<file path="config.mk">
export PLATFORM = sky130hd
export DESIGN_NAME = bus_arbiter
export DESIGN_NICKNAME = d
export VERILOG_FILES = /design/src/design/bus_pkg.sv /design/src/design/bus_arbiter.sv
export VERILOG_INCLUDE_DIRS = /design/src /design/src/design
export SDC_FILE = /design/constraint.sdc
export NUM_CORES = 1
export LEC_CHECK = 0
export BUFFER_PORTS_ARGS = -buffer_cell sky130_fd_sc_hd__buf_4
export CORE_AREA = 2 2 83 85
export DETAILED_ROUTE_END_ITERATION = 8
export DIE_AREA = 0 0 85 87
export PLACE_DENSITY_LB_ADDON = 0.1
export SLEW_MARGIN = 0
export SYNTH_ARGS = -nofsm -noshare
export SYNTH_HDL_FRONTEND = slang
export SYNTH_SLANG_ARGS = --single-unit
</file>
<file path="constraint.sdc">
create_clock -name i_clk -period 2.7 [get_ports i_clk]
set_input_delay 0.54 -clock i_clk [delete_from_list [all_inputs] [get_ports i_clk]]
set_output_delay 0.54 -clock i_clk [all_outputs]
set_load 0.02 [all_outputs]
</file>
<file path="src/design/bus_defs.svh">
`ifndef BUS_DEFS_SVH
`define BUS_DEFS_SVH

// shared bus widths
`define BUS_ADDR_W 30
`define BUS_DATA_W 32
`define BUS_SEL_W 4

// on-chip memory word-address bits, 1024 words
`define RAM_AW 10

// 8 MB regions picked by word address bits 29..21
`define MAP_REGION_MSB 29
`define MAP_REGION_LSB 21
`define MAP_MEM_REGION 9'h000
`define MAP_SMPL_REGION 9'h001

// switch/LED port sits at byte address 0x0100_0004
`define MAP_SWLED_ADR 30'h400001

// identification word of the simple device
`define SMPL_ID_WORD 32'h20191028

`endif

</file>
<file path="src/design/bus_pkg.sv">
`include "bus_defs.svh"

package bus_pkg;

    // word address, data word and byte-lane mask of the shared bus
    typedef logic [`BUS_ADDR_W-1:0] bus_addr_t;
    typedef logic [`BUS_DATA_W-1:0] bus_data_t;
    typedef logic [`BUS_SEL_W-1:0]  bus_sel_t;

    // current owner of the shared bus
    typedef enum logic {
        MASTER_A,
        MASTER_B
    } master_t;

endpackage

</file>
<file path="src/design/bus_arbiter.sv">
`timescale 1ns/1ns

module bus_arbiter (
    input  logic               i_clk,
    input  logic               i_rst,
    input  logic               i_a_cyc,
    input  logic               i_a_stb,
    input  logic               i_a_we,
    input  bus_pkg::bus_addr_t i_a_adr,
    input  bus_pkg::bus_data_t i_a_dat,
    input  bus_pkg::bus_sel_t  i_a_sel,
    input  logic               i_b_cyc,
    input  logic               i_b_stb,
    input  logic               i_b_we,
    input  bus_pkg::bus_addr_t i_b_adr,
    input  bus_pkg::bus_data_t i_b_dat,
    input  bus_pkg::bus_sel_t  i_b_sel,
    input  logic               i_ack,
    input  logic               i_err,
    output logic               o_a_ack,
    output logic               o_a_stall,
    output logic               o_a_err,
    output logic               o_b_ack,
    output logic               o_b_stall,
    output logic               o_b_err,
    output logic               o_cyc,
    output logic               o_stb,
    output logic               o_we,
    output bus_pkg::bus_addr_t o_adr,
    output bus_pkg::bus_data_t o_dat,
    output bus_pkg::bus_sel_t  o_sel
);
    import bus_pkg::*;

    master_t owner;
    logic    a_owns;

    assign a_owns = (owner == MASTER_A);

    // ownership only moves while the current owner is idle
    // A wins unless B alone asks for the bus
    always_ff @(posedge i_clk) begin
        if (i_rst) begin
            owner <= MASTER_A;
        end else if (!o_cyc) begin
            owner <= (i_b_cyc && !i_a_cyc) ? MASTER_B : MASTER_A;
        end
    end

    // owner request onto the shared bus
    assign o_cyc = a_owns ? i_a_cyc : i_b_cyc;
    assign o_stb = o_cyc && (a_owns ? i_a_stb : i_b_stb);
    assign o_we  = a_owns ? i_a_we : i_b_we;
    assign o_adr = a_owns ? i_a_adr : i_b_adr;
    assign o_dat = a_owns ? i_a_dat : i_b_dat;
    assign o_sel = a_owns ? i_a_sel : i_b_sel;

    // responses go back to the owner only, the other master waits
    assign o_a_ack   = a_owns && i_ack;
    assign o_a_err   = a_owns && i_err;
    assign o_a_stall = !a_owns;
    assign o_b_ack   = !a_owns && i_ack;
    assign o_b_err   = !a_owns && i_err;
    assign o_b_stall = a_owns;

endmodule

</file>
## After elaboration in Yosys (flattened, before gate mapping)

Index checks and enable logic that the tools add are counted.
W data, S select, Z words.

| storage, ports and cells | value |
|---|---|
| register bits | 1 |
| input bits | 142 |
| output and inout port bits | 75 |
| word-level logic and storage cells | 16 |

| cells by class | value |
|---|---|
| mux-type cells | 7 |
| bitwise gates (word level) | 1 |
| reduce and logical (&&, ||, !) cells | 7 |

Operators with widths:

| operator | count |
|---|---|
| $mux W32 | 1 |
| $mux W30 | 1 |
| $logic_and A1 B1 Y1 | 6 |
| $mux W1 | 4 |
| $mux W4 | 1 |
| $logic_not A1 Y1 | 1 |
| $not A1 Y1 | 1 |

## Depth between registers and ports, before layout

| depth | value |
|---|---|
| depth in word-level cells | 3 |
| depth in mapped cells | 3 |
| mapped depth without buffers | 2 |

## Worst setup path after synthesis

No wires, ideal clock.

| timing path | value |
|---|---|
| path type | reg2out |
| from | register owner, in the netlist o_a_stall |
| to | output o_dat[30] |
| data arrival time | 1,180 ps |
| data required time | 2,160 ps |
| setup slack | 980 ps |
| cell stages (with the launch flop) | 4 |
| path buffers | 2 |
| cells stage by stage | dfxtp_1 > buf_6 > buf_6 > mux2_1 |

| on the way | value |
|---|---|
| word-level cells in the longest chain between the ends | 1 |

RTL lines:

| item | line | text |
|---|---|---|
| start, declared | bus_arbiter.sv:35 | `master_t owner;` |
| start signal, assigned | bus_arbiter.sv:46 | `owner <= (i_b_cyc && !i_a_cyc) ? MASTER_B : MASTER_A;` |
| $mux W32 | bus_arbiter.sv:55 | `assign o_dat = a_owns ? i_a_dat : i_b_dat;` |
| end, declared | bus_arbiter.sv:30 | `output bus_pkg::bus_data_t o_dat,` |

No other way between the ends.

## Worst setup path after layout

| timing path | value |
|---|---|
| from | register owner, in the netlist o_a_stall |
| to | output o_dat[31] |

The elaborated chain is that of the path after synthesis.

==> metrics.md <==
| Metric | Value |
|---|---|
| Outcome | `complete, no violations` |
| LEAKAGE | `1.49 nW` |
| HPWL after DPL | `4830 um` |
| Post-CTS Repair Setup Buffers | `0` |
| R2R Setup Slk | `1450 ps` |
| PwrDens | `201 mW/mm^2` |
| Type of origin of the critical path | `flop` |
| Max-slew violation count | `0` |
| Most used cell, CP | `buf_4` |
| Nets | `441` |
| R2r endpoint | `o_a_stall` |
| Worst r2r src | `o_a_stall` |
| Crit end category | `output pin` |
| Fin crit share | `72.6%` |
| Worst Reg-to-Reg Cells | `3` |
| Synthesized area per cell | `12.5 sq um` |
| Slew margin rel. | `70.5%` |
| Synth Register Bits | `1` |
| Die outline width | `85 um` |
| WS Path Type | `reg -> out` |
| Synth cell types | `12` |
| Post-layout util | `42.1%` |
| CTS clk-pin slew, worst paths | `0 ps` |
| Initial antenna violation count | `0` |
| Critical path startpoint | `o_a_stall` |
| Clk_skew | `0 ps` |
| DRC viols | `0` |
| Cell area after synthesis | `0.00106 sq mm` |
| Std-Cell Core Area | `0.00657 sq mm` |
| CP endpoint | `o_dat[31]` |
| Most frequent cells in the layout | `buf_4 (218), mux2_4 (40), mux2_2 (24)` |
| Placed instance count | `377` |
| Final non-filler cell total | `377` |
| DIE HEIGHT | `87 um` |
| Vias in the first global route | `1561` |
| Net Count, Synth | `227` |
| Most common cell after layout, fill and taps aside | `buf_4` |
| Drt pass-1 iters | `2` |
| Post-DRT Antenna Nets | `0` |
| CTS Hold Bufs | `0` |
| Worst IR Drop VDD | `0.0000916 V` |
| Ports | `217` |
| Final setup violation count | `0` |
| Fmax | `0.510 GHz` |
| Resize count post-CTS | `0` |
| Port-buffer cells | `216` |
| CP max stage cell | `dfxtp_4` |
| Synth-to-layout area growth | `160%` |
| Hold Vio Cnt, Final | `0` |
| Critical-path cell list | `buf_4 > mux2_2 > buf_4` |
| Largest net degree at the start of global routing | `28` |
| Largest register FFs | `1` |
| Worst Path Arrival | `1420 ps` |
| RSZ-0062 raised after global routing | `no` |
| Tmin final | `1960 ps` |
| Vias | `1562` |
| WP data required | `2160 ps` |
| Share of cells above drive strength 1 | `96.0%` |
| Ys Warns | `0` |
| Mapped Cells | `85` |
| Max incr delay on CP | `610 ps` |
| Iter 0 DRT Violations | `20` |
| First-pass GRT wire length | `7700 um` |
| Global Route Usage Sum | `12.8%` |
| Initial Util | `16.2%` |
| Antenna cell count | `0` |
| Worst-path fanout max | `27` |
| Via density | `4.14` |
| Total grt overflow | `0` |
| Max cap viols | `0` |
| Final GP Congestion | `0.769` |
| Sequential area share after synthesis | `1.88%` |
| Slack of the critical path | `740 ps` |
| Total wire length | `5390 um` |
| Die ar. | `0.00740 sq mm` |
| Setup TNS | `0 ps` |
| Pre-CTS setup slack | `714 ps` |
| Hold crit path type | `in -> reg` |
| WL/cell | `14.3 um` |
| Rows | `30` |
| Worst Tran Pin Value | `442 ps` |
| Clk Latency, worst-skew pair | `0 ps` |
cells in the mapped netlist:
cell	number	area share (%)
mux2_1	3	3.2
inv_1	1	0.35
a21o_1	1	0.71
nor2b_1	3	1.8
dfxtp_1	1	1.9
nor3b_1	1	0.71
mux2_2	24	25
buf_2	2	0.94
a32o_1	1	0.94
and2_1	2	1.2
mux2_4	40	57
buf_6	6	6.4
worst max-delay path, delay by kind of cell, from the launching register on:
kind / cells / cell delay, ps
buffers and inverters: 2 / 450
DFF: 1 / 610
muxes: 1 / 360
where the power goes:
part	switching [mW]	internal, mW
combinational	0.205	0.328
clock	0	0
sequential	0.00851	0.0154
layer usage:
layer | routed length [um] | track usage (%) | vias up | part of all wire (%)
met4 | 0 | 0 | 0 | 0
met1 | 1670 | 12.6 | 695 | 31
met3 | 695 | 3.32 | 0 | 13
met2 | 3020 | 27.6 | 124 | 56
li1 | - | - | 743 | -
met5 | 0 | 0 | - | 0
logic make-up (layout without fill, tap and decap cells):
group / Yosys count / after routing / synth area share, %
muxes: 67 / 67 / 85.2
buffers and inverters: 9 / 221 / 7.66
and+or+nand+nor: 6 / 6 / 3.65
AOI/OAI and AO/OA: 2 / 2 / 1.65
DFF: 1 / 1 / 1.88
worst min path at each step:
| stage | end | slack, ps | start | depth (start not counted) |
|---|---|---|---|---|
| detailed placement | o_a_stall | 700 | i_rst | 2 |
| CTS | o_a_stall | 700 | i_rst | 2 |
| finish | o_a_stall | 700 | i_rst | 2 |
| floorplan | o_a_stall | 620 | i_rst | 1 |
| global route | o_a_stall | 720 | i_rst | 2 |
| global placement | o_a_stall | 700 | i_rst | 2 |
area by class of cell:
cell class | count | area, sq um
fillers | 667 | 3800
repair buffers | 220 | 1680
multi-input cells | 75 | 961
well taps | 80 | 100
flip-flops and latches | 1 | 23.8
inverters | 1 | 3.75
stage by stage:
stage / power, mW / hold slack, ps / cell area [sq um]
finish: 0.556 / 699 / 2770
global placement: 0.558 / 696 / 2770
detailed placement: 0.563 / 699 / 2770
global route: 0.587 / 717 / 2770
CTS: 0.564 / 700 / 2770
floorplan: 0.273 / 616 / 1060
No activity file was read; power rests on OpenSTA's default activity.
