**src/design/bus_defs.svh**
```systemverilog
`ifndef BUS_DEFS_SVH
`define BUS_DEFS_SVH

// shared bus widths
`define BUS_ADDR_W 30
`define BUS_DATA_W 32
`define BUS_SEL_W 4

// on-chip memory word-address bits, 1024 words
`define RAM_AW 10

// 8 MB regions picked by word address bits 29..21
`define MAP_REGION_MSB 29
`define MAP_REGION_LSB 21
`define MAP_MEM_REGION 9'h000
`define MAP_SMPL_REGION 9'h001

// switch/LED port sits at byte address 0x0100_0004
`define MAP_SWLED_ADR 30'h400001

// identification word of the simple device
`define SMPL_ID_WORD 32'h20191028

`endif

```
**src/design/bus_pkg.sv**
```systemverilog
`include "bus_defs.svh"

package bus_pkg;

    // word address, data word and byte-lane mask of the shared bus
    typedef logic [`BUS_ADDR_W-1:0] bus_addr_t;
    typedef logic [`BUS_DATA_W-1:0] bus_data_t;
    typedef logic [`BUS_SEL_W-1:0]  bus_sel_t;

    // current owner of the shared bus
    typedef enum logic {
        MASTER_A,
        MASTER_B
    } master_t;

endpackage

```
**src/design/periph_pkg.sv**
```systemverilog
package periph_pkg;

    // slave picked by the address decoder
    typedef enum logic [1:0] {
        SLV_MEM,
        SLV_SMPL,
        SLV_SWLED,
        SLV_NONE
    } slave_t;

    // simple device word offsets, address bits 3..0
    typedef enum logic [3:0] {
        SMPL_ID      = 4'd0,
        SMPL_SCRATCH = 4'd1,
        SMPL_ERRADR  = 4'd2,
        SMPL_POWER   = 4'd3,
        SMPL_IRQ     = 4'd4
    } smpl_reg_t;

endpackage

```
**src/design/addr_decoder.sv**
```systemverilog
`timescale 1ns/1ns
`include "bus_defs.svh"

module addr_decoder (
    input  logic               i_clk,
    input  logic               i_rst,
    input  logic               i_stb,
    input  bus_pkg::bus_addr_t i_adr,
    input  bus_pkg::bus_data_t i_mem_dat,
    input  bus_pkg::bus_data_t i_smpl_dat,
    input  bus_pkg::bus_data_t i_swled_dat,
    output logic               o_mem_stb,
    output logic               o_smpl_stb,
    output logic               o_swled_stb,
    output logic               o_ack,
    output logic               o_err,
    output bus_pkg::bus_data_t o_rd_dat,
    output bus_pkg::bus_addr_t o_fault_adr
);
    import periph_pkg::*;

    slave_t target;
    slave_t resp_slv;

    // memory and simple device each take a whole 8 MB region
    always_comb begin
        if (i_adr[`MAP_REGION_MSB:`MAP_REGION_LSB] == `MAP_MEM_REGION) begin
            target = SLV_MEM;
        end else if (i_adr[`MAP_REGION_MSB:`MAP_REGION_LSB] == `MAP_SMPL_REGION) begin
            target = SLV_SMPL;
        end else if (i_adr == `MAP_SWLED_ADR) begin
            target = SLV_SWLED;
        end else begin
            target = SLV_NONE;
        end
    end

    assign o_mem_stb   = i_stb && (target == SLV_MEM);
    assign o_smpl_stb  = i_stb && (target == SLV_SMPL);
    assign o_swled_stb = i_stb && (target == SLV_SWLED);

    // one response per strobe, one cycle later
    always_ff @(posedge i_clk) begin
        if (i_rst) begin
            o_ack       <= 1'b0;
            o_err       <= 1'b0;
            resp_slv    <= SLV_NONE;
            o_fault_adr <= '0;
        end else begin
            o_ack <= i_stb && (target != SLV_NONE);
            o_err <= i_stb && (target == SLV_NONE);
            if (i_stb) begin
                resp_slv <= target;
            end
            // remember where the last bus error hit
            if (i_stb && (target == SLV_NONE)) begin
                o_fault_adr <= i_adr;
            end
        end
    end

    // slaves already registered their word at the strobe edge
    always_comb begin
        case (resp_slv)
            SLV_MEM:   o_rd_dat = i_mem_dat;
            SLV_SMPL:  o_rd_dat = i_smpl_dat;
            SLV_SWLED: o_rd_dat = i_swled_dat;
            default:   o_rd_dat = '0;
        endcase
    end

endmodule

```
**config.mk**
```make
export PLATFORM = sky130hd
export DESIGN_NAME = addr_decoder
export DESIGN_NICKNAME = d
export VERILOG_FILES = /design/src/design/bus_pkg.sv /design/src/design/periph_pkg.sv /design/src/design/addr_decoder.sv
export VERILOG_INCLUDE_DIRS = /design/src /design/src/design
export SDC_FILE = /design/constraint.sdc
export NUM_CORES = 1
export LEC_CHECK = 0
export BUFFER_PORTS_ARGS = -buffer_cell sky130_fd_sc_hd__buf_2
export CAP_MARGIN = 20
export CORE_MARGIN = 4
export CORE_UTILIZATION = 33
export CTS_CLUSTER_DIAMETER = 40
export CTS_CLUSTER_SIZE = 40
export DETAILED_ROUTE_END_ITERATION = 8
export GPL_ROUTABILITY_DRIVEN = 1
export PLACE_DENSITY = 0.84
export SLEW_MARGIN = 10
export SYNTH_ARGS = -nofsm -noshare
export SYNTH_HDL_FRONTEND = slang
export SYNTH_SLANG_ARGS = --single-unit
export TNS_END_PERCENT = 20
```
**constraint.sdc**
```tcl
create_clock -name i_clk -period 1.7 [get_ports i_clk]
set_input_delay 0.34 -clock i_clk [delete_from_list [all_inputs] [get_ports i_clk]]
set_output_delay 0.34 -clock i_clk [all_outputs]
set_load 0.01 [all_outputs]
```
## Word level (Yosys, flattened, before mapping)

Index checks and enable logic that the tools add are counted.

- Reduce and logical (&&, ||, !) cells: 8
- Equal/unequal tests: 8
- Multiplexer cells: 4

Operators by type and width:

| cell | count |
|---|---|
| one-hot mux 32 bit (3 select lines) | 1 |
| == test 30 x 23 -> 1 bit (second input constant) | 1 |
| == test 9 x 1 -> 1 bit (second input constant) | 1 |
| zero test 9 bit | 1 |
| == test 2 bit (second input constant) | 3 |
| logical AND 1 bit | 5 |
| == test 2 x 1 -> 1 bit (second input constant) | 2 |
| zero test 2 bit | 2 |
| two-way mux 2 bit | 2 |
| != test 2 bit (second input constant) | 1 |
| two-way mux 1 bit | 1 |

- Flip-flop bits (word level): 34
- Bits of input ports: 129
- Logic and storage cells: 24
- Output and inout bits: 67

## Logic depth before layout (Yosys ltp)

- Word-level depth: 6
- Depth in mapped cells: 6
- Mapped depth without buffers: 4

## Worst setup path before layout

OpenSTA, ideal clock, no wires.

- Kind: input to output
- Start point: input port i_adr[4]
- End point: output port o_swled_stb
- Buffers on the path: 0
- Stages on the path: 4
- Setup slack: -0.228 ns
- Data arrival time: 1.588 ns
- Required time: 1.360 ns
- Cell sequence: or4_1 -> nor4_4 -> nand2_1 -> nor3_1

- Longest elaborated chain between the ends: 6

Ends and longest elaborated chain:

| what | RTL line | RTL |
|---|---|---|
| from (decl) | addr_decoder.sv:8 | `input bus_pkg::bus_addr_t i_adr,` |
| == test 30 x 23 -> 1 bit (no line) | n/a |  |
| two-way mux 1 bit | addr_decoder.sv:31 | `` end else if (i_adr == `MAP_SWLED_ADR) begin `` |
| two-way mux 2 bit | addr_decoder.sv:29 | `` end else if (i_adr[`MAP_REGION_MSB:`MAP_REGION_LSB] == `MAP_SMPL_REGION) begin `` |
| two-way mux 2 bit | addr_decoder.sv:27 | `` if (i_adr[`MAP_REGION_MSB:`MAP_REGION_LSB] == `MAP_MEM_REGION) begin `` |
| == test 2 bit | addr_decoder.sv:40 | `assign o_swled_stb = i_stb && (target == SLV_SWLED);` |
| logical AND 1 bit | addr_decoder.sv:40 |  |
| to (decl) | addr_decoder.sv:14 | `output logic o_swled_stb,` |

No other way between the ends.

## Worst setup path in the final report

- Start point: input port i_adr[20]
- End point: output port o_swled_stb

The elaborated chain is that of the path after synthesis.

==> results summary <==
The routability congestion estimate is 0.8353. The delay of the slowest cell on the worst path came out at 0.56 ns. TritonCTS built the clock tree. The effective utilization at floorplan came out at 0.3493.

For this run, the total global-route usage over all layers was measured as 0.2143. The cell area after layout came out at 4038 um^2. The setup clock skew after layout is 0 ns. The nature of the critical path endpoint is a primary output. In the finished design, the share of the clock period the worst path needs comes to 1.204. Setup repair after global routing could not meet its margin everywhere. The clock sink count came out at 34. The wire length after detailed routing came out at 10160 um. The portion of netlist area occupied by mux cells came out at 0.2736. At the pin with the least slew margin, the transition time is 0.4084 ns. The post-synthesis async set-or-reset flop share came out at 0. The number of antenna diodes in the final layout is 0.

The number of design rule violations left after detail routing is 0. The violation count after the first detailed-route iteration came out at 79. The floorplan has 29 rows. The biggest area consumer among synthesized cells is dfxtp_1.

The per-instance average area after synthesis is 8.464 um^2. The cell with the largest stage delay on the worst path is or4_4. The area added between synthesis and finish came out at 77.99%. The synthesized-area fraction occupied by and/or/nand/nor cells came out at 0.2901. The xor/xnor cell area share of the yosys netlist is 0. The final layout contains 608 nets. The largest net degree at the start of global routing came out at 65. Ranked by total cell area, the synthesized netlist is headed by dfxtp_1, mux2i_1, nand2b_1, o21ai_0, nand2_1. The commonest cells after synthesis are mux2i_1, nand2b_1, dfxtp_1, nand2_1, o21ai_0. The first global-routing pass estimated 14150 um of wire.

The width of the die is 90.91 um. The reported leakage power is 2.234 nW. The quantity of hold-fixing buffers added after cts is 0. The share of synthesized area in the top cell type comes to 0.3001. The timing-limited maximum frequency is 488.5 MHz. The number of buffers added on ports is 195. The number of I/O pins is 196. In the routed layout, each cell is associated on average with a via count of 5.093. OpenSTA, run right after detailed placement, puts the worst setup slack at -0.3974 ns. The clock transition time at the flip-flop clock pins of the worst setup and hold paths is 0.07 ns.

Clock tree synthesis selected as its root buffer the cell clkbuf_8. The area of the placeable core came out at 6495 um^2. The least setup slack across all paths after layout is -0.3472 ns. The data required time of the worst path is 1.36 ns.

The via count is 2837. Walking the worst path, the cells encountered are buf_6, or4_4, nor4_4, nand2_1, nor3_2, buf_2. Of the cells placed in the final design, the portion with a size suffix greater than 1 is 0.5792. The worst-case IR drop observed on VDD is 0.7214 mV. The final number of hold-violating endpoints came out at 0.

STA classifies the critical path startpoint as an input port. The vertical die dimension is 90.91 um. After synthesis, the largest family of logic cells by area is simple AND/OR/NAND/NOR gates. The worst endpoint data arrival time came out at 1.71 ns. The maximum fanout encountered on the critical timing path is 2. The maximum level of the CTS H-tree came out at 2. The run finished, with violations left. The post-route minimum period came out at 2.047 ns. The TritonCTS buffer count came out at 5. The placed instances occupy a cell area of 3476 um^2. The via count of the first global-routing pass is 2779. The residual overflow from global routing is 0. The compound-cell area share of the yosys netlist is 0.08825. The number of instances in the synthesized netlist came out at 268. The number of flops mapped to enable cells by yosys is 0.

The later-pin clock latency in the skew report is 0.29 ns. The number of unique standard cell types used by synthesis came out at 23. Measured against its own limit, the worst slew margin works out to 0.7269. The setup violation total in the final timing report is 36. The routed wire length per instance came out at 18.24 um. The critical path is of the in -> out type. Summing every instance area after synthesis gives 2268 um^2. The tool flagged a number of max-cap violations equal to 0. The net count after synthesis came out at 397. The proportion of synthesized chip area in sequential cells came out at 0.3001. The final reports fail on setup timing. The final max-slew violation count is 0. The first-pass iteration count of the detailed router came out at 4. Summing internal, switching and leakage power gives 2.456 mW. The initial antenna violation count is 0. The die covers 8265 um^2. The count of warnings emitted by yosys came out at 0. The clock passes through at most 2 buffers.

The flip-flop and latch count after synthesis came out at 34. Yosys instantiated no cell more often than mux2i_1. The post-detailed-route count of antenna-violating nets is 0. The classification of the worst-slack hold path is in -> reg.

Of the total synthesized cell area, the portion taken by full adders, half adders and majority gates is 0. The total half-perimeter wirelength after legalization and detailed placement is 7238 um. For this run, the leading register cell type out of synthesis is dfxtp_1.

The power density normalized to cell area is 608.2 nW/um^2.
state kept, by name, indices dropped and copies added (netlist names):
name	count
o_fault_adr	30
o_err	1
o_ack	1
resp_slv	2
metal layers:
layer / routed length (um) / track usage / share of wire / vias to the layer above
met5: 0 / 0 / 0 / -
met4: 542 / 0.1043 / 0.053 / 0
met3: 858 / 0.06250 / 0.084 / 37
met2: 5228 / 0.4058 / 0.51 / 164
met1: 3528 / 0.2123 / 0.35 / 1297
li1: - / - / - / 1339
path summary, 6_finish.rpt:
path | startpoint | endpoint | slack, ns | depth (start not counted)
setup / recovery | i_adr[20] | o_swled_stb | -0.35 | 6
hold / removal | i_adr[5] | o_fault_adr[5] | 0.32 | 3
setup reg to reg | resp_slv[1] | resp_slv[1] | 0.53 | 3
hold reg to reg | o_fault_adr[22] | o_fault_adr[22] | 0.47 | 2
cells in the final DEF (no fill, tap or decap), drive strengths merged:
master  instances
a221o           1
clkinv          1
inv             2
clkbuf          8
mux2i          62
nor4            2
nor2b           2
o21ai          32
buf           222
dfxtp          34
nand3b          1
a21o            1
a21oi           2
bufinv          2
nor2            2
nand2          34
nor3            3
or2             1
nand2b         60
or3             1
a211oi          1
or4             6
final cells by class:
cell class,instances,area (um^2)
Multi-Input combinational cell,211,1685
Clock inverter,3,68.82
Tap cell,77,96.34
Clock buffer,5,68.82
Timing Repair Buffer,225,1426
Sequential cell,34,684.4
Fill cell,551,2457
Inverter,2,7.507
critical path: cells and delay by family:
family	cells	cell delay (ns)
buf+inv	2	0.25
simple gates	4	1.12
cell families after synthesis:
group,count (synthesis)
flip-flops,34
multiplexers,62
AO/OA/AOI/OAI,37
AND/OR/NAND/NOR,112
buffers and inverters,23
stage by stage:
stage,instances,hold slack [ns],util,TNS (ns)
floorplan,268,0.4926,-,-3.880
global placement,540,0.4569,0.5352,-9.980
global route,557,0.3043,0.6217,-6.003
finish,557,0.3152,0.6217,-2.761
CTS,553,0.3060,0.5839,-3.820
detailed placement,540,0.4628,0.5352,-11.11
repair_timing:
action / CTS / global route
setup buffers: 3 / 3
endpoints found under the setup margin: 48 / 65
gates resized for setup: 35 / 66
cloned: 4 / 2
pin swaps: 6 / 11
where the power goes:
| part | leakage, nW | switching (mW) | internal [mW] | total [mW] |
|---|---|---|---|---|
| registers | 0.281 | 0.0281 | 0.843 | 0.871 |
| clock network | 0.0683 | 0.322 | 0.588 | 0.909 |
| logic | 1.89 | 0.310 | 0.366 | 0.676 |
| total | 2.23 | 0.660 | 1.80 | 2.46 |
Power figures use the tool's default switching activity.
