## src/design/bus_defs.svh

```systemverilog
`ifndef BUS_DEFS_SVH
`define BUS_DEFS_SVH

// shared bus widths
`define BUS_ADDR_W 30
`define BUS_DATA_W 32
`define BUS_SEL_W 4

// on-chip memory word-address bits, 1024 words
`define RAM_AW 10

// 8 MB regions picked by word address bits 29..21
`define MAP_REGION_MSB 29
`define MAP_REGION_LSB 21
`define MAP_MEM_REGION 9'h000
`define MAP_SMPL_REGION 9'h001

// switch/LED port sits at byte address 0x0100_0004
`define MAP_SWLED_ADR 30'h400001

// identification word of the simple device
`define SMPL_ID_WORD 32'h20191028

`endif

```

## src/design/bus_pkg.sv

```systemverilog
`include "bus_defs.svh"

package bus_pkg;

    // word address, data word and byte-lane mask of the shared bus
    typedef logic [`BUS_ADDR_W-1:0] bus_addr_t;
    typedef logic [`BUS_DATA_W-1:0] bus_data_t;
    typedef logic [`BUS_SEL_W-1:0]  bus_sel_t;

    // current owner of the shared bus
    typedef enum logic {
        MASTER_A,
        MASTER_B
    } master_t;

endpackage

```

## src/design/switch_led_port.sv

```systemverilog
`timescale 1ns/1ns

module switch_led_port (
    input  logic               i_clk,
    input  logic               i_rst,
    input  logic               i_stb,
    input  logic               i_we,
    input  bus_pkg::bus_data_t i_dat,
    input  logic [1:0]         i_sel,
    input  logic [15:0]        i_switches,
    output bus_pkg::bus_data_t o_dat,
    output logic [15:0]        o_leds
);

    // only the two low byte lanes reach the LEDs
    always_ff @(posedge i_clk) begin
        if (i_rst) begin
            o_leds <= '0;
        end else if (i_stb && i_we) begin
            if (i_sel[0]) begin
                o_leds[7:0] <= i_dat[7:0];
            end
            if (i_sel[1]) begin
                o_leds[15:8] <= i_dat[15:8];
            end
        end
    end

    // switches above, LEDs below
    always_ff @(posedge i_clk) begin
        if (i_stb) begin
            o_dat <= {i_switches, o_leds};
        end
    end

endmodule

```

## config.mk

```make
export PLATFORM = sky130hd
export DESIGN_NAME = switch_led_port
export DESIGN_NICKNAME = d
export VERILOG_FILES = /design/src/design/bus_pkg.sv /design/src/design/switch_led_port.sv
export VERILOG_INCLUDE_DIRS = /design/src /design/src/design
export SDC_FILE = /design/constraint.sdc
export NUM_CORES = 1
export LEC_CHECK = 0
export ABC_AREA = 1
export BUFFER_PORTS_ARGS = -buffer_cell sky130_fd_sc_hd__buf_4
export CAP_MARGIN = 20
export CORE_UTILIZATION = 42
export CTS_CLUSTER_SIZE = 28
export DETAILED_ROUTE_END_ITERATION = 10
export GPL_TIMING_DRIVEN = 0
export PLACE_DENSITY = 0.81
export SYNTH_ARGS = -nofsm -noshare
export SYNTH_HDL_FRONTEND = slang
export SYNTH_SLANG_ARGS = --single-unit
```

## constraint.sdc

```tcl
create_clock -name i_clk -period 0.8 [get_ports i_clk]
set_input_delay 0.08 -clock i_clk [delete_from_list [all_inputs] [get_ports i_clk]]
set_output_delay 0.08 -clock i_clk [all_outputs]
set_load 0.03 [all_outputs]
```

=== Word level (Yosys, flattened, before mapping) ===
Index checks and enable logic that the tools add are counted.

* Word-level logic and storage cells: 6
* Input bits: 54
* Register bits after elaboration: 48
* Output and inout port bits: 48

* Reduce and logical (&&, ||, !) cells: 3

{| class="wikitable"
|+ Operators by type and width
! operator !! count
|-
| AND reduction 2 bit || 2
|-
| logical AND 1 bit || 1
|}

=== Logic depth before layout (Yosys ltp) ===
Gate-level depths: netlist of run 1.

* Depth after elaboration: 2
* Depth in mapped cells: 5

=== Least setup slack after synthesis of run 1 ===
OpenSTA, ideal clock, no wires.

* Kind: register to register
* From: reg, netlist name o_leds[13]
* To: reg o_leds[13]
* Arrival time: 746 ps
* Cell stages (with the launch flop): 5
* Required time: 736 ps
* Clock period less this slack: 810 ps
* Slack: -10 ps
* Cell sequence: dfxtp_1 -> inv_1 -> nand2_2 -> nand2_1 -> nor2_1

{| class="wikitable"
|+ RTL lines
! item !! line !! RTL
|-
| end signal: assignment || switch_led_port.sv:24 || <nowiki>o_leds[15:8] <= i_dat[15:8];</nowiki>
|-
| end: declaration || switch_led_port.sv:12 || <nowiki>output logic [15:0] o_leds</nowiki>
|}

=== Worst setup path in the final report of run 1 ===
* From: reg o_dat[7]
* To: out o_dat[7]

{| class="wikitable"
|+ RTL lines
! item !! line !! RTL
|-
| start: declaration || switch_led_port.sv:11 || <nowiki>output bus_pkg::bus_data_t o_dat,</nowiki>
|-
| start signal: assignment || switch_led_port.sv:32 || <nowiki>o_dat <= {i_switches, o_leds};</nowiki>
|}

No word-level cell between the ends.

==> results.toml, run 1 <==
[clocking]
cts_sinks = 48
cts_tree = "done"
htree_levels = 2
clk_pin_slew_ps = 90
clock_path_buffers = 2
cts_root_buf = "clkbuf_8"
numCtsBuffers = 5
clk_latency_ps = 310

[setup_path]
r2r_end = "o_leds[0]"
crit_family = "flip-flops"
critPathBufInv = 1
reg2regPathDepth = 5
critPathArrivalTime_ps = 940
crit_type = "flip-flop to output port"
cp_max_fo = 1
slowest_stage = "edfxtp_1"
startpoint_type = "flip-flop"
critical_path_required_ps = 720
cp_cell_sequence = "buf_6"
cp-end-kind = "output port"
rrSetupSlack_ps = -50
slowest_delay_ps = 460
worstReg2RegStart = "o_leds[0]"

[global_routing]
grt_busiest_layer = "met2"
grt.met3_usage_pct = 6.16
use_met1_pct = 37.2
grt_pass1_wl_um = 8360
overflow = 0
first_global_vias = 1468
use_met2_pct = 48.0
gr-usage-all-layers_pct = 28.5
antenna_found_initial = 0
grt_start_max_net_pins = 35

[cells_and_area]
final-instance-count-excl-fill = 306
nets = 311
syn_to_final_growth_pct = 85.2
diodes = 0
final_util_pct = 82.2
drive_gt1_share_pct = 59.3
final_cell_mix = "60 x buf_6, 40 x buf_4, 32 x edfxtp_1"
final_common_cell = "buf_6"
fin_area_um2 = 3030

[sta]
worst_slew_pin_slew_ps = 277
skew_ps = 12.4
whs_ps = -0.435
drv_slew = 0
setup_viol = 54
finalHoldViolations = 1
period_share_pct = 128
max_freq_ghz = 0.977
tns_ps = -6370
fin_ws_ps = -223
relSlewSlack_pct = 81.5
timing.final.crit_period_ps = 1020
rsz0062_at_grt = "true"

[detailed_routing]
drt_iter0_drc = 76
via_per_inst = 5.01
wl_um = 6170
dr.pass1.iters = 4
drc_errors = 0
ant_nets = 0
wl_per_cell_um = 20.1
via_count = 1533

[logic_synthesis]
synth_top_area_cell = "edfxtp_1"
synth_area_um2 = 1640
ys_warn_count = 0
yosys-top-cells-area = "edfxtp_1 59%, dfxtp_1 20%, nor2_1 7.3%"
ys_seq_area_share_pct = 78.2
syn_area_per_cell_um2 = 12.2
synth_cell_type_count = 9
syn-num-nets = 188
syn-instance-count = 134
synth_top_area_share_pct = 58.7
ys_ff_latch = 48

[outcome]
violations = "negative hold slack, negative setup slack"
status = "finished with violations"

[power]
p_leak_nw = 1.40
power_mw = 6.01
power_density_nw_per_um2 = 1980
vdd_ir_drop_max_v = 0.00133

[floorplan]
ioPinCount = 102
die_y_um = 64.4
die_area_um2 = 4150
start_util_pct = 44.4
core.rowCount = 22
dieWidth_um = 64.4
core_area_um2 = 3690

[place]
post-place-ws_ps = -387
gp_congestion = 0.813
dpl.hpwl_um = 2610
place_area_um2 = 2340
dp_cells = 267
portBuffers = 85

[hold_path]
min_to = "o_leds[11]"
worstHoldStart = "i_dat[11]"
whs_path_depth = 3
hold_path_class = "input pin to flip-flop"

[flow_run]
max_cap_viol_count = 0
-- state kept, by name, summed over array words and instances (netlist names) --
register,flops
o_dat,32
o_leds,16
-- how the worst max path moves through the flow --
stage / startpoint / end / depth (start not counted)
6_report: o_dat[7] / o_dat[7] / 1
4_1_cts: o_dat[2] / o_dat[2] / 1
3_3_place_gp: i_stb / o_leds[6] / 5
3_5_place_dp: i_stb / o_leds[7] / 5
2_1_floorplan: o_leds[15] / o_leds[15] / 4
5_1_grt: o_dat[7] / o_dat[7] / 1
-- cell type report --
type | instances | area, um2
timing repair buffer | 116 | 1140
tap | 48 | 60.1
multi-input combinational | 66 | 315
sequential | 48 | 1300
inverter | 17 | 68.8
clock inverter | 2 | 38.8
clock buffer | 6 | 82.6
buffer | 3 | 27.5
fill | 177 | 656
-- kinds of logic (layout without fill, tap and decap cells) --
| kind of cell | Yosys count | in the layout | share of synthesized area (%) |
|---|---|---|---|
| buffers and inverters | 20 | 144 | 5.58 |
| flip-flops | 48 | 48 | 78.2 |
| AND/OR/NAND/NOR | 66 | 66 | 16.2 |
-- where the power goes --
| part | internal (mW) | switching [mW] | total [mW] | leakage, nW |
|---|---|---|---|---|
| Clock | 1.02 | 0.847 | 1.87 | 0.0614 |
| Sequential | 2.83 | 0.118 | 2.94 | 0.459 |
| Combinational | 0.571 | 0.627 | 1.20 | 0.875 |
-- routing by layer --
metal | vias to the layer above | part of all wire, % | wire length (um)
met2 | 124 | 49 | 2990
met1 | 729 | 40 | 2460
met5 | - | 0 | 0
met4 | 0 | 2.6 | 161
met3 | 15 | 8.9 | 547
li1 | 665 | - | -
-- tightest hold or removal path, cell delays in order --
cell and delay (ps):
buf_4 80, nor2_1 30, nor2_1 70
-- what timing repair did --
| item | CTS | global route |
|---|---|---|
| pin swaps | 0 | 8 |
| buffers inserted | 12 | 2 |
| endpoints found under the hold margin | 17 | 0 |
| endpoints found under the setup margin | 64 | 63 |
| hold buffers | 17 | 0 |
| gates resized for setup | 63 | 39 |
-- synthesized netlist by cell type, drive strengths merged --
cell type,instances
edfxtp,32
nand2,32
nor2,32
inv,17
dfxtp,16
buf,3
nand3,2
No activity file was read; power rests on OpenSTA's default activity.
==> run 2, diff against run 1 <==
Settings changed: CORE_UTILIZATION 42 to 45, PLACE_DENSITY 0.81 to 0.86.
Clock period 0.8 ns to 1.2 ns, I/O delays scaled along.
==> results.toml, run 2 (synthesis results as in run 1) <==
[outcome]
status = "finished clean"

[floorplan]
die_area_um2 = 3890
ioPinCount = 102
start_util_pct = 47.9
dieWidth_um = 62.3
die_y_um = 62.3
core_area_um2 = 3420
core.rowCount = 21

[sta]
finalHoldViolations = 0
rsz0062_at_grt = "false"
timing.final.crit_period_ps = 1060
worst_slew_pin_slew_ps = 423
max_freq_ghz = 0.947
period_share_pct = 88.0
tns_ps = 0
setup_viol = 0
skew_ps = 5.99
relSlewSlack_pct = 71.8
drv_slew = 0

[detailed_routing]
wl_per_cell_um = 13.7
wl_met1_um = 1620
wl_met3_um = 386
drt_iter0_drc = 57
drc_errors = 0
via_count = 1346
ant_nets = 0
routed.top_layer = "met4"
route.met2.wl_um = 2090
wl_um = 4160
via_per_inst = 4.43
dr.pass1.iters = 4

[cells_and_area]
final_common_cell = "buf_4"
nets = 311
final_cell_mix = "85 x buf_4, 32 x nor2_1, 32 x edfxtp_1"
regMostFlops = "o_dat"
largest_reg_flops = 32
fillers = 197
syn_to_final_growth_pct = 65.2
diodes = 0
drive_gt1_share_pct = 38.4
top_regs = "o_dat (32), o_leds (16)"

[clocking]
cts_root_buf = "clkbuf_4"
post-cts-setup-buffers = 0
holdBufCountCts = 31
cts_sinks = 48
numCtsBuffers = 5
clk_pin_slew_ps = 130
clk_latency_ps = 350
cts_tree = "done"
htree_levels = 2
cts_resized = 0
clock_path_buffers = 2

[setup_path]
cp_cell_sequence = "buf_4"
crit_type = "flip-flop to output port"
critPathArrivalTime_ps = 940
cp_max_fo = 1
critPathBufInv = 1
slowest_stage = "edfxtp_1"
startpoint_type = "flip-flop"
critical_path_required_ps = 1080
cp-end-kind = "output port"
crit_family = "flip-flops"
slowest_delay_ps = 410

[global_routing]
gr-usage-all-layers_pct = 23.5
first_global_vias = 1354
grt_pass1_wl_um = 6740
grt_start_max_net_pins = 35
antenna_found_initial = 0
overflow = 0

[power]
pwr-share-clk_pct = 22.8
comb_power_share_pct = 19.8
p_leak_nw = 1.29
power.switching_uw = 887
power_mw = 3.35
intPower_mw = 2.46
swShare_pct = 26.5
power_density_nw_per_um2 = 1240
vdd_ir_drop_max_v = 0.000825
seqPwrFrac_pct = 57.4

[place]
dpl.hpwl_um = 2430
portBuffers = 85
gp_congestion = 0.811

[flow_run]
max_cap_viol_count = 0

[hold_path]
hold_path_class = "input pin to flip-flop"
## run 2: per-layer routing
| layer | global-route usage [%] | vias to the layer above |
|---|---|---|
| met3 | 8.27 | 4 |
| met4 | 9.01 | 0 |
| met2 | 41.9 | 78 |
| met5 | 0 | - |
| met1 | 25.3 | 598 |
| li1 | - | 666 |
## run 2: power groups by stage
stage / Combinational [mW] / Sequential [mW] / Clock [mW]
after floorplan: 0.0725 / 2.17 / 0
after global placement: 0.564 / 1.95 / 0
after detailed placement: 0.573 / 1.96 / 0
after CTS: 0.657 / 1.92 / 0.785
after global routing: 0.700 / 1.93 / 0.844
final: 0.663 / 1.92 / 0.763
## run 2: worst paths after layout
path                            slack (ps)  cells past startpoint        from   endpoint
worst max register to register         490                      4   o_leds[5]  o_leds[5]
worst min register to register         480                      0  o_leds[13]  o_dat[13]
worst max-delay path                   140                      1   o_dat[15]  o_dat[15]
worst min-delay path                    30                      3    i_dat[9]  o_leds[9]
## run 2: area by class of cell
cell class	instances	area [um2]	area share (%)
plain buffers	3	27.5	1.02
multi-input cells	66	265	9.80
flip-flops and latches	48	1280	47.3
well taps	46	57.6	2.13
repair buffers	116	948	35.0
clock buffers	7	55.1	2.03
clock inverters	1	7.51	0.277
inverters	17	63.8	2.36
## run 2: stage by stage
step                      setup WS, ps  hold slack (ps)  util, %  std cells  instance area, um2
final                              144             32.3     79.2        304                2710
after global routing              95.1             18.6     79.2        304                2710
after CTS                          122             3.91     79.2        304                2710
after detailed placement         -42.8              299     68.3        265                2330
after global placement           -72.2              298     68.3        265                2330
after floorplan                    390              219        -        134                1640
## run 2: worst reg2reg max path, cell delays in order (launching register included)
cell and delay [ps]:
dfxtp_1 400, inv_1 60, nand2_1 60, nand2_1 50
nor2_1 90
