<file path="src/design/bus_defs.svh">
`ifndef BUS_DEFS_SVH
`define BUS_DEFS_SVH

// shared bus widths
`define BUS_ADDR_W 30
`define BUS_DATA_W 32
`define BUS_SEL_W 4

// on-chip memory word-address bits, 1024 words
`define RAM_AW 10

// 8 MB regions picked by word address bits 29..21
`define MAP_REGION_MSB 29
`define MAP_REGION_LSB 21
`define MAP_MEM_REGION 9'h000
`define MAP_SMPL_REGION 9'h001

// switch/LED port sits at byte address 0x0100_0004
`define MAP_SWLED_ADR 30'h400001

// identification word of the simple device
`define SMPL_ID_WORD 32'h20191028

`endif

</file>
<file path="src/design/bus_pkg.sv">
`include "bus_defs.svh"

package bus_pkg;

    // word address, data word and byte-lane mask of the shared bus
    typedef logic [`BUS_ADDR_W-1:0] bus_addr_t;
    typedef logic [`BUS_DATA_W-1:0] bus_data_t;
    typedef logic [`BUS_SEL_W-1:0]  bus_sel_t;

    // current owner of the shared bus
    typedef enum logic {
        MASTER_A,
        MASTER_B
    } master_t;

endpackage

</file>
<file path="src/design/periph_pkg.sv">
package periph_pkg;

    // slave picked by the address decoder
    typedef enum logic [1:0] {
        SLV_MEM,
        SLV_SMPL,
        SLV_SWLED,
        SLV_NONE
    } slave_t;

    // simple device word offsets, address bits 3..0
    typedef enum logic [3:0] {
        SMPL_ID      = 4'd0,
        SMPL_SCRATCH = 4'd1,
        SMPL_ERRADR  = 4'd2,
        SMPL_POWER   = 4'd3,
        SMPL_IRQ     = 4'd4
    } smpl_reg_t;

endpackage

</file>
<file path="src/design/simple_device.sv">
`timescale 1ns/1ns
`include "bus_defs.svh"

module simple_device (
    input  logic               i_clk,
    input  logic               i_rst,
    input  logic               i_stb,
    input  logic               i_we,
    input  logic [3:0]         i_adr,
    input  bus_pkg::bus_data_t i_dat,
    input  bus_pkg::bus_data_t i_count,
    input  bus_pkg::bus_addr_t i_fault_adr,
    output bus_pkg::bus_data_t o_dat,
    output logic               o_irq
);
    import bus_pkg::*;
    import periph_pkg::*;

    bus_data_t scratch;

    // register writes, byte lanes ignored
    always_ff @(posedge i_clk) begin
        if (i_rst) begin
            scratch <= '0;
            o_irq   <= 1'b0;
        end else if (i_stb && i_we) begin
            case (smpl_reg_t'(i_adr))
                SMPL_SCRATCH: scratch <= i_dat;
                SMPL_IRQ:     o_irq   <= i_dat[0];
                default: begin
                end
            endcase
        end
    end

    // readback registered at the strobe edge
    always_ff @(posedge i_clk) begin
        if (i_stb) begin
            case (smpl_reg_t'(i_adr))
                SMPL_ID:      o_dat <= `SMPL_ID_WORD;
                SMPL_SCRATCH: o_dat <= scratch;
                // word address back as a byte address
                SMPL_ERRADR:  o_dat <= {i_fault_adr, 2'b00};
                SMPL_POWER:   o_dat <= i_count;
                SMPL_IRQ:     o_dat <= {31'h0, o_irq};
                default:      o_dat <= '0;
            endcase
        end
    end

endmodule

</file>
<file path="config.mk">
export PLATFORM = sky130hd
export DESIGN_NAME = simple_device
export DESIGN_NICKNAME = d
export VERILOG_FILES = /design/src/design/bus_pkg.sv /design/src/design/periph_pkg.sv /design/src/design/simple_device.sv
export VERILOG_INCLUDE_DIRS = /design/src /design/src/design
export SDC_FILE = /design/constraint.sdc
export NUM_CORES = 1
export LEC_CHECK = 0
export BUFFER_PORTS_ARGS = -buffer_cell sky130_fd_sc_hd__buf_2
export CORE_MARGIN = 2
export CORE_UTILIZATION = 52
export CTS_CLUSTER_DIAMETER = 120
export CTS_CLUSTER_SIZE = 25
export DETAILED_ROUTE_END_ITERATION = 8
export GPL_ROUTABILITY_DRIVEN = 0
export PLACE_DENSITY = 0.86
export SLEW_MARGIN = 40
export SYNTH_ARGS = -nofsm -noshare
export SYNTH_HDL_FRONTEND = slang
export SYNTH_SLANG_ARGS = --single-unit
</file>
<file path="constraint.sdc">
create_clock -name i_clk -period 3.7 [get_ports i_clk]
set_input_delay 0.37 -clock i_clk [delete_from_list [all_inputs] [get_ports i_clk]]
set_output_delay 0.37 -clock i_clk [all_outputs]
set_load 0.05 [all_outputs]
</file>
== After elaboration in Yosys (flattened, before gate mapping) ==
Cells that the tools add are included.

* Bits of input ports: 102
* Output and inout port bits: 33
* Register bits after elaboration: 65
* Word-level logic and storage cells: 12

* Reductions and logical operators: 4
* Equality and inequality tests: 4
* Mux-type cells: 1

{| class="wikitable"
|+ Operators with widths
! cell !! number
|-
| $pmux W32 S5 || 1
|-
| $eq A4 B2 Y1 const B || 2
|-
| $eq A4 B1 Y1 const B || 1
|-
| $eq A4 B3 Y1 const B || 1
|-
| $logic_not A4 Y1 || 1
|-
| $reduce_and A2 Y1 || 2
|-
| $logic_and A1 B1 Y1 || 1
|}

== Longest topological paths before layout ==
Gate-level depths: netlist of run 1.

* Depth after elaboration: 2
* Mapped depth: 5
* Gate-level depth less buffers: 3

== Least setup slack after synthesis of run 1 ==
No wires, ideal clock.

* Path kind: input to register
* Start: input i_adr[0]
* End: register o_dat[18], data pin
* Setup slack: 2.144 ns
* Stages: 5
* Arrival: 1.290 ns
* Required time: 3.434 ns
* Path through: buf_2 > buf_2 > mux2_2 > a22oi_1 > nor2_1

* Cells in the longest elaborated chain, start to end: 2

{| class="wikitable"
|+ Ends and longest elaborated chain
! what !! RTL line !! RTL
|-
| from (decl) || simple_device.sv:9 || <nowiki>input logic [3:0] i_adr,</nowiki>
|-
| $eq A4 B3 Y1, or another cell as far along || simple_device.sv:39 || <nowiki>case (smpl_reg_t'(i_adr))</nowiki>
|-
| $pmux W32 S5 (*) || simple_device.sv:39 ||
|-
| to (signal assigned) || simple_device.sv:40 || <nowiki>SMPL_ID: o_dat <= `SMPL_ID_WORD;</nowiki>
|-
| to (signal assigned) || simple_device.sv:41 || <nowiki>SMPL_SCRATCH: o_dat <= scratch;</nowiki>
|-
| to (signal assigned) || simple_device.sv:43 || <nowiki>SMPL_ERRADR: o_dat <= {i_fault_adr, 2'b00};</nowiki>
|-
| to (decl) || simple_device.sv:13 || <nowiki>output bus_pkg::bus_data_t o_dat,</nowiki>
|}

Mark *: on every way between the ends. The rest lies on a longest branch, timed or not.
A chain may end at the register's enable or synchronous reset.

== Worst setup path in the final report of run 1 ==
* Start: input i_stb
* End: register scratch[17]

* Cells in the longest elaborated chain, start to end: 2

{| class="wikitable"
|+ Ends and longest elaborated chain
! what !! RTL line !! RTL
|-
| from (decl) || simple_device.sv:7 || <nowiki>input logic i_stb,</nowiki>
|-
| $logic_and A1 B1 Y1 || simple_device.sv:26 || <nowiki>end else if (i_stb && i_we) begin</nowiki>
|-
| $reduce_and A2 Y1 (no line) || -- ||
|-
| to (signal assigned) || simple_device.sv:28 || <nowiki>SMPL_SCRATCH: scratch <= i_dat;</nowiki>
|-
| to (decl) || simple_device.sv:19 || <nowiki>bus_data_t scratch;</nowiki>
|}

Every way passes these cells.

==> results of run 1 <==
final cells by class:
type	instances	area (sq um)	area share, %
clock inverter	5	78.8	1.90
clock buffer	11	141	3.42
tap	75	93.8	2.27
sequential	65	1620	39.2
multi-input combinational	204	1510	36.5
timing repair buffer	136	691	16.7
per-layer routing:
layer,share of wire (%),GRT usage (%),up-vias
li1,-,-,1278
met4,1.3,8.79,0
met5,0,0,-
met3,6.6,4.17,9
met1,43,26.5,1155
met2,49,35.6,103
power by group through the flow:
stage | logic [uW] | registers [uW] | clock network, uW
2_1_floorplan | 96.8 | 893 | 0
3_3_place_gp | 274 | 805 | 0
5_1_grt | 301 | 792 | 702
6_report | 280 | 789 | 663
4_1_cts | 280 | 789 | 671
3_5_place_dp | 279 | 805 | 0
cells by family (layout without fill, tap and decap cells):
| family | count (synthesis) | after routing |
|---|---|---|
| buf+inv | 23 | 152 |
| simple gates | 100 | 100 |
| flops | 65 | 65 |
| mux | 63 | 63 |
| compound gates | 41 | 41 |
layout by cell type, fill, tap and decap left out, types with 10 or more instances in the layout:
cell | synthesis | routed
mux2_2 | 23 | 23
nor2_1 | 25 | 25
clkbuf_8 | 0 | 10
dfxtp_1 | 33 | 33
a22oi_1 | 23 | 23
nand2b_1 | 64 | 64
mux2i_1 | 40 | 40
edfxtp_1 | 32 | 32
buf_2 | 7 | 132
path summary, 6_finish.rpt:
check,from,end,cells past startpoint
worst max-delay path,i_stb,scratch[17]$_SDFFE_PP0P_,5
worst min-delay path,i_dat[16],scratch[16]$_SDFFE_PP0P_,3
worst max register to register,o_irq$_SDFFE_PP0P_,o_dat[0]$_DFFE_PP_,3
worst min register to register,scratch[19]$_SDFFE_PP0P_,scratch[19]$_SDFFE_PP0P_,2
worst reg2reg max path: stages, from the launching register on:
cell,delay (ns)
dfxtp_1,0.36
nor4bb_1,0.24
a31oi_1,0.07
a21oi_1,0.13
sequential cells by signal, indices dropped and copies added (netlist names):
| name | count |
|---|---|
| o_irq | 1 |
| scratch | 32 |
| o_dat | 32 |
Yosys cell counts:
cell type	n	area share [%]
or4b_1	1	0.31
dfxtp_1	33	20
a22oi_1	23	5.3
edfxtp_1	32	30
o31ai_1	1	0.23
nand2_1	2	0.23
buf_6	4	1.4
nor3_4	1	0.50
buf_2	7	1.1
a31oi_1	1	0.19
buf_1	2	0.23
nor2b_1	3	0.58
nand2b_2	1	0.27
clkbuf_1	10	1.2
nor4bb_1	1	0.31
mux2i_1	40	12
nor2_1	25	2.9
mux2_2	23	8.0
a21oi_1	8	1.2
or2_1	1	0.19
nand2b_1	64	12
o21ai_0	8	1.2
nand3b_1	1	0.23
through the flow:
stage | util [%] | area, sq um | std cells
detailed placement | 65.2 | 3910 | 480
finish | 69.1 | 4140 | 496
floorplan | - | 3250 | 292
global placement | 65.2 | 3910 | 480
CTS | 68.9 | 4130 | 496
global route | 69.1 | 4140 | 496
==> flow_summary.yaml, run 1 <==
routing:
  drc: 0
  firstDrtPassIters: 4
  ant_nets: 0
  wl_per_cell_um: 14.3
  viasPerCell: 5.13
  num_vias: 2545
  drt-total-wl_mm: 7.10
  initialDrtViolationCount: 153
critical_path:
  arrival_ns: 2.14
  rrSetupSlack_ns: 2.77
  crit_slowest_cell: "buf_2"
  cpPeakStageDelay_ns: 0.57
  worst-path-buf-inv: 2
  crit_chain: "buf_2 -> nand2_1 -> nor3_4 -> buf_4 -> mux2i_1"
  endpoint_kind: "register"
  path_delay_family: "buffers and inverters"
  cp.required_ns: 3.95
  criticalPathCategory: "in2reg"
  cp-start-kind: "primary input"
  worstPathMaxFanout: 33
synth:
  netlist_area_sq_mm: 0.00325
  synth_compound_area_share_pct: 8.20
  yosysUniqueCellTypes: 23
  synthXorXnorAreaFrac_pct: 0
  synthMuxAreaShare_pct: 20.3
  syn_avg_cell_area_sq_um: 11.1
  netlist_instances: 292
  yosys.area_share.simple_pct: 17.8
  synthesis.nets: 394
  synth_top_family_by_area: "multiplexers"
  yosys_warnings: 0
  ys_ff_latch: 65
  ys_seq_area_share_pct: 49.9
  synth_fa_ha_area_share_pct: 0
global_route:
  grt_pass1_wl_mm: 11.7
  grt_max_degree: 66
  grt_usage_pct: 21.1
  antenna_found_initial: 0
  gr-total-overflow: 0
  grt_pass1_vias: 2593
floorplanning:
  die_x_um: 83.1
  core_area_sq_mm: 0.00599
  initial_utilization_pct: 54.3
  die_h_um: 83.1
  rows: 28
  die_area_sq_mm: 0.00690
  ios: 135
layout:
  n_antenna_cell: 0
  syn_to_final_growth_pct: 27.3
  layout-drive-gt1-share_pct: 42.3
  n_fill_cell: 458
  nets: 518
timing:
  final.min_clock_period_ns: 1.89
  rsz0062_at_grt: "false"
  relSlewSlack_pct: 51.0
  hold_viol: 0
  tightest_slew_ns: 0.736
  fin_setup_tns_ns: 0
  finalSetupViolations: 0
  min_period_over_period_pct: 51.1
  fmax_ghz: 0.529
  slew_viol_final: 0
  worst_hold_slack_ns: 0.296
  post-route-worst-setup-slack_ns: 1.81
  skew_ns: 0.00379
pwr:
  combPwrFrac_pct: 16.1
  swShare_pct: 25.8
  seqPwrFrac_pct: 45.6
  finalPower_uw: 1730
  p_clk_share_pct: 38.3
  p_int_uw: 1290
  leakage_uw: 0.00169
  netSwitchingPower_uw: 447
  vdd_drop_max_uv: 238
  p_per_area_mw_per_mm2: 418
placed_design:
  place_hpwl_mm: 4.90
  place_ws_ns: 1.28
  port_buffers: 134
run:
  drv_cap: 0
cts:
  ctsLongestPathBuffers: 2
  cts-root-buf: "clkbuf_8"
  postCtsResizedCells: 0
  cts_setup_buffers: 0
  cts_hold_buf: 0
  cts_buffers: 9
  clkSinkCount: 65
  clk_pin_slew_ns: 0.07
  cts_tree: "yes"
  clkLatencyLatePin_ns: 0.32
  h-tree-depth: 3
run_status:
  status: "finished, final reports clean"
worst_hold_path:
  min_path_type: "in2reg"
(Power assumes the default switching activity.)
==> inputs of run 2 (changes only) <==
Settings changed: ABC_AREA from default to 1, CORE_UTILIZATION 52 to 44, PLACE_DENSITY 0.86 to 0.77.
Clock period 3.7 ns to 1.6 ns, I/O delays scaled along.
==> flow_summary.yaml, run 2 <==
run_status:
  status: "finished, final reports clean"
layout:
  n_antenna_cell: 0
  utilization_pct: 59.6
  layout-drive-gt1-share_pct: 29.4
  nets: 695
  reg_top3: "o_dat x32, scratch x32, o_irq x1"
  syn_to_final_growth_pct: 30.0
  final_common_cell: "buf_2"
  final_cell_mix: "buf_2, nand2_1, inv_1, nand3_1, nor2_1"
synth:
  synth_top_area_cell: "edfxtp_1"
  synth_top_area_share_pct: 28.6
  yosys_warnings: 0
  netlist_instances: 456
  synthesis.nets: 558
  ys_seq_area_share_pct: 48.3
  yosysUniqueCellTypes: 19
  netlist_area_sq_mm: 0.00336
  ys_ff_latch: 65
  synth_edf_count: 32
  syn_avg_cell_area_sq_um: 7.37
  yosys_most_used_dff: "dfxtp_1"
  async_flop_share_pct: 0
  synthTopCellsByArea: "edfxtp_1, dfxtp_1, nand2_1, inv_1, nand3_1"
  synth_common_cells: "nand2_1, inv_1, nand3_1"
  yosysMostFrequentCell: "nand2_1"
cts:
  cts-root-buf: "clkbuf_8"
  cts_tree: "yes"
  cts_hold_buf: 0
  postCtsResizedCells: 0
  cts_setup_buffers: 0
  cts_buffers: 9
  clkSinkCount: 65
  h-tree-depth: 3
  clkLatencyLatePin_ns: 0.34
  clk_pin_slew_ns: 0.08
  ctsLongestPathBuffers: 2
global_route:
  busiest_layer: "met2"
  grt_pass1_wl_mm: 14.3
  antenna_found_initial: 0
  grtUsageMet1_pct: 27.4
  grt_usage_pct: 21.6
  use_met2_pct: 36.0
  gr-total-overflow: 0
  grt_max_degree: 37
  grt_pass1_vias: 3148
  grt_util_met3_pct: 4.23
critical_path:
  arrival_ns: 1.42
  crit_chain: "buf_2 -> inv_1 -> nand2_1 -> nor2_2 -> buf_4 -> nand2_1 -> nand3_1"
  endpoint_kind: "register"
  worstPathMaxFanout: 20
  cp_common_cell: "nand2_1"
  cpPeakStageDelay_ns: 0.44
  cp-start-kind: "primary input"
  worst-path-buf-inv: 3
  crit_slowest_cell: "nor2_2"
  criticalPathCategory: "in2reg"
  path_delay_family: "simple AND/OR/NAND/NOR gates"
  cp.required_ns: 1.81
floorplanning:
  die_h_um: 91.4
  initial_utilization_pct: 45.8
  die_area_sq_mm: 0.00835
  ios: 135
  die_x_um: 91.4
  core_area_sq_mm: 0.00733
  rows: 31
timing:
  tightest_slew_ns: 0.716
  relSlewSlack_pct: 52.2
  fin_setup_tns_ns: 0
  fmax_ghz: 0.831
  skew_ns: 0.00633
  slew_viol_final: 0
  final.min_clock_period_ns: 1.20
  rsz0062_at_grt: "false"
  min_period_over_period_pct: 75.2
  hold_viol: 0
  post-route-worst-setup-slack_ns: 0.397
  finalSetupViolations: 0
routing:
  viasPerCell: 4.71
  drc: 0
  drt-total-wl_mm: 8.76
  wl_per_cell_um: 12.6
  num_vias: 3282
  firstDrtPassIters: 4
  ant_nets: 0
  initialDrtViolationCount: 140
run:
  drv_cap: 0
pwr:
  vdd_drop_max_uv: 359
  leakage_uw: 0.00220
  p_per_area_mw_per_mm2: 868
worst_hold_path:
  min_path_type: "in2reg"
placed_design:
  place_ws_ns: 0.0191
  port_buffers: 134
  place_hpwl_mm: 6.35
run 2: cell count changes after synthesis, sizes merged, moves of 18 or more:
cell	before	now
mux2i	40	0
nand3	0	53
mux2	23	0
nand2b	65	0
o211ai	0	18
nand4	0	33
a22oi	23	0
inv	0	103
nand2	2	115
run 2: path summary, 6_finish.rpt:
check / start / end / slack [ns] / depth (start not counted)
max: i_adr[3] / o_dat[30]$_DFFE_PP_ / 0.40 / 7
min: i_count[16] / o_dat[16]$_DFFE_PP_ / 0.1 / 3
max reg2reg: scratch[29]$_SDFFE_PP0P_ / o_dat[29]$_DFFE_PP_ / 0.75 / 2
min reg2reg: scratch[8]$_SDFFE_PP0P_ / scratch[8]$_SDFFE_PP0P_ / 0.51 / 4
run 2: worst register-to-register path, cell delays in order (launching register included):
cell      delay, ns
dfxtp_1        0.31
o211ai_1       0.20
nand3_1        0.09
run 2: stage by stage:
step	power [uW]	cells	hold slack [ns]	cell area [sq um]
after floorplan	2190	456	0.272	3360
after global placement	2430	681	0.436	4170
after detailed placement	2440	681	0.444	4170
after CTS	3800	697	0.0831	4370
after global routing	3930	697	0.0942	4370
final	3790	697	0.0980	4370
run 2: metal layers:
metal	up-vias	part of all wire [%]
met5	-	0
met4	0	2.0
met3	17	6.7
met2	110	47
met1	1446	44
li1	1709	-
run 2: final cells by class:
cell class	count	area (sq um)
Tap cell	99	124
Clock inverter	7	70.1
Sequential cell	65	1620
Clock buffer	9	124
Multi-Input combinational cell	260	1220
Fill cell	686	2960
Inverter	104	390
Timing Repair Buffer	153	813
run 2: cells by family after synthesis:
kind of cell,Yosys count,synth area share (%)
compound gates,19,4.17
buf+inv,131,15.5
flops,65,48.3
simple gates,241,32.1
run 2: report_power, final:
| group | total (uW) | internal (uW) | switching (uW) |
|---|---|---|---|
| logic | 586 | 192 | 395 |
| registers | 1820 | 1800 | 13.9 |
| clock network | 1390 | 716 | 672 |
| total | 3790 | 2710 | 1080 |
==> inputs of run 3 (changes only) <==
Settings changed: ABC_AREA 1 to 0, CORE_UTILIZATION 44 to 48, PLACE_DENSITY 0.77 to 0.8.
Clock period 1.6 ns to 1.2 ns, I/O delays scaled along.
==> flow_summary.yaml, run 3 (synthesis results as in run 1) <==
cts:
  postCtsResizedCells: 0
  cts_hold_buf: 0
  cts-root-buf: "clkbuf_8"
  cts_buffers: 9
  cts_setup_buffers: 0
  clkLatencyLatePin_ns: 0.32
  cts_tree: "yes"
  h-tree-depth: 3
  ctsLongestPathBuffers: 2
  clk_pin_slew_ns: 0.07
  clkSinkCount: 65
routing:
  ant_nets: 0
  wl_met1_mm: 3.33
  firstDrtPassIters: 4
  wl_met3_um: 507
  initialDrtViolationCount: 112
  viasPerCell: 5.22
  drt-total-wl_mm: 7.90
  wl_per_cell_um: 15.4
  drc: 0
  num_vias: 2674
  wl_met2_mm: 3.92
  routed.top_layer: "met4"
floorplanning:
  die_area_sq_mm: 0.00745
  initial_utilization_pct: 50.3
  ios: 135
  core_area_sq_mm: 0.00646
  rows: 29
  die_h_um: 86.3
  die_x_um: 86.3
timing:
  worst_hold_slack_ns: 0.0441
  slew_viol_final: 0
  relSlewSlack_pct: 57.7
  final.min_clock_period_ns: 1.17
  skew_ns: 0.00765
  hold_viol: 0
  tightest_slew_ns: 0.633
  rsz0062_at_grt: "false"
  min_period_over_period_pct: 97.5
  finalSetupViolations: 0
  post-route-worst-setup-slack_ns: 0.0305
  fmax_ghz: 0.855
layout:
  final_cell_mix: "buf_2, nand2b_1, mux2i_1, dfxtp_1, edfxtp_1"
  layout-drive-gt1-share_pct: 43.0
  layout.cells.non_filler: 512
  reg_top3: "o_dat x32, scratch x32, o_irq x1"
  syn_to_final_growth_pct: 30.4
  utilization_pct: 65.7
  final_common_cell: "buf_2"
  nets: 532
  n_antenna_cell: 0
worst_hold_path:
  worstHoldStart: "i_dat[20]"
  min_to: "scratch[20]$_SDFFE_PP0P_"
  whs_path_depth: 3
  min_path_type: "in2reg"
global_route:
  antenna_found_initial: 1
  gr-total-overflow: 0
  grt_pass1_wl_mm: 12.4
  grt_usage_pct: 21.6
  grt_max_degree: 60
  grt_pass1_vias: 2622
critical_path:
  endpoint_kind: "register"
  crit_slowest_cell: "or4b_1"
  ff2ff_path_depth: 3
  cp-start-kind: "primary input"
  r2r-end: "o_dat[0]$_DFFE_PP_"
  criticalPathCategory: "in2reg"
  path_delay_family: "simple AND/OR/NAND/NOR gates"
  crit_chain: "buf_2 -> buf_4 -> or4b_1 -> o21ai_0 -> o31ai_1"
  rrSetupSlack_ns: 0.28
  r2r_start: "o_irq$_SDFFE_PP0P_"
  worst-path-buf-inv: 2
  arrival_ns: 1.37
  cp.required_ns: 1.40
  worstPathMaxFanout: 10
  cpPeakStageDelay_ns: 0.57
placed_design:
  place_ws_ns: -0.186
  port_buffers: 134
  dp_cells: 496
  place_hpwl_mm: 5.57
run:
  drv_cap: 0
pwr:
  vdd_drop_max_uv: 692
  p_per_area_mw_per_mm2: 1200
  finalPower_uw: 5080
  leakage_uw: 0.00175
run_status:
  status: "finished, final reports clean"
[run 3: cell types whose count changed in the layout (fill, tap and decap cells not counted), sizes merged, moves of 18 or more]
cell and delta:
nand3 -53, inv -104, a22oi +23, mux2i +40, nand4 -33, o211ai -18, nand2 -113, nand2b +65
mux2 +23
[run 3: routing by layer]
layer | vias up | GRT usage [%]
met1 | 1241 | 27.1
met5 | - | 0
li1 | 1310 | -
met4 | 0 | 8.10
met2 | 110 | 37.0
met3 | 13 | 4.10
[run 3: layout make-up]
class / instances / area, sq um
Timing Repair Buffer: 150 / 828
Clock inverter: 5 / 46.3
Sequential cell: 65 / 1620
Multi-Input combinational cell: 204 / 1520
Tap cell: 77 / 96.3
Clock buffer: 11 / 131
Fill cell: 551 / 2220
[run 3: worst register-to-register path: stages, from the launching register on]
cell and delay (ns):
dfxtp_1 0.35, nor4bb_1 0.22, a31oi_1 0.07, a21oi_1 0.14
[run 3: power by group]
group	switching (uW)	internal, uW
sequential	25.4	2410
clock	792	938
combinational	550	358
[run 3: worst max path at each step]
stage                  start                      end  slack [ns]  depth (start not counted)
floorplan           i_adr[3]  scratch[0]$_SDFFE_PP0P_       -0.01                          5
global placement    i_adr[0]       o_dat[7]$_DFFE_PP_       -0.26                          4
detailed placement  i_adr[0]       o_irq$_SDFFE_PP0P_       -0.19                          5
CTS                 i_adr[0]       o_irq$_SDFFE_PP0P_        0.08                          5
global route        i_adr[0]       o_irq$_SDFFE_PP0P_        0.03                          5
finish              i_adr[0]       o_irq$_SDFFE_PP0P_        0.03                          5
[run 3: through the flow]
stage | instance area (sq um) | TNS (ns)
2_1_floorplan | 3270 | -0.509
3_3_place_gp | 4060 | -7.81
3_5_place_dp | 4060 | -6.02
4_1_cts | 4240 | 0
5_1_grt | 4240 | 0
6_report | 4240 | 0
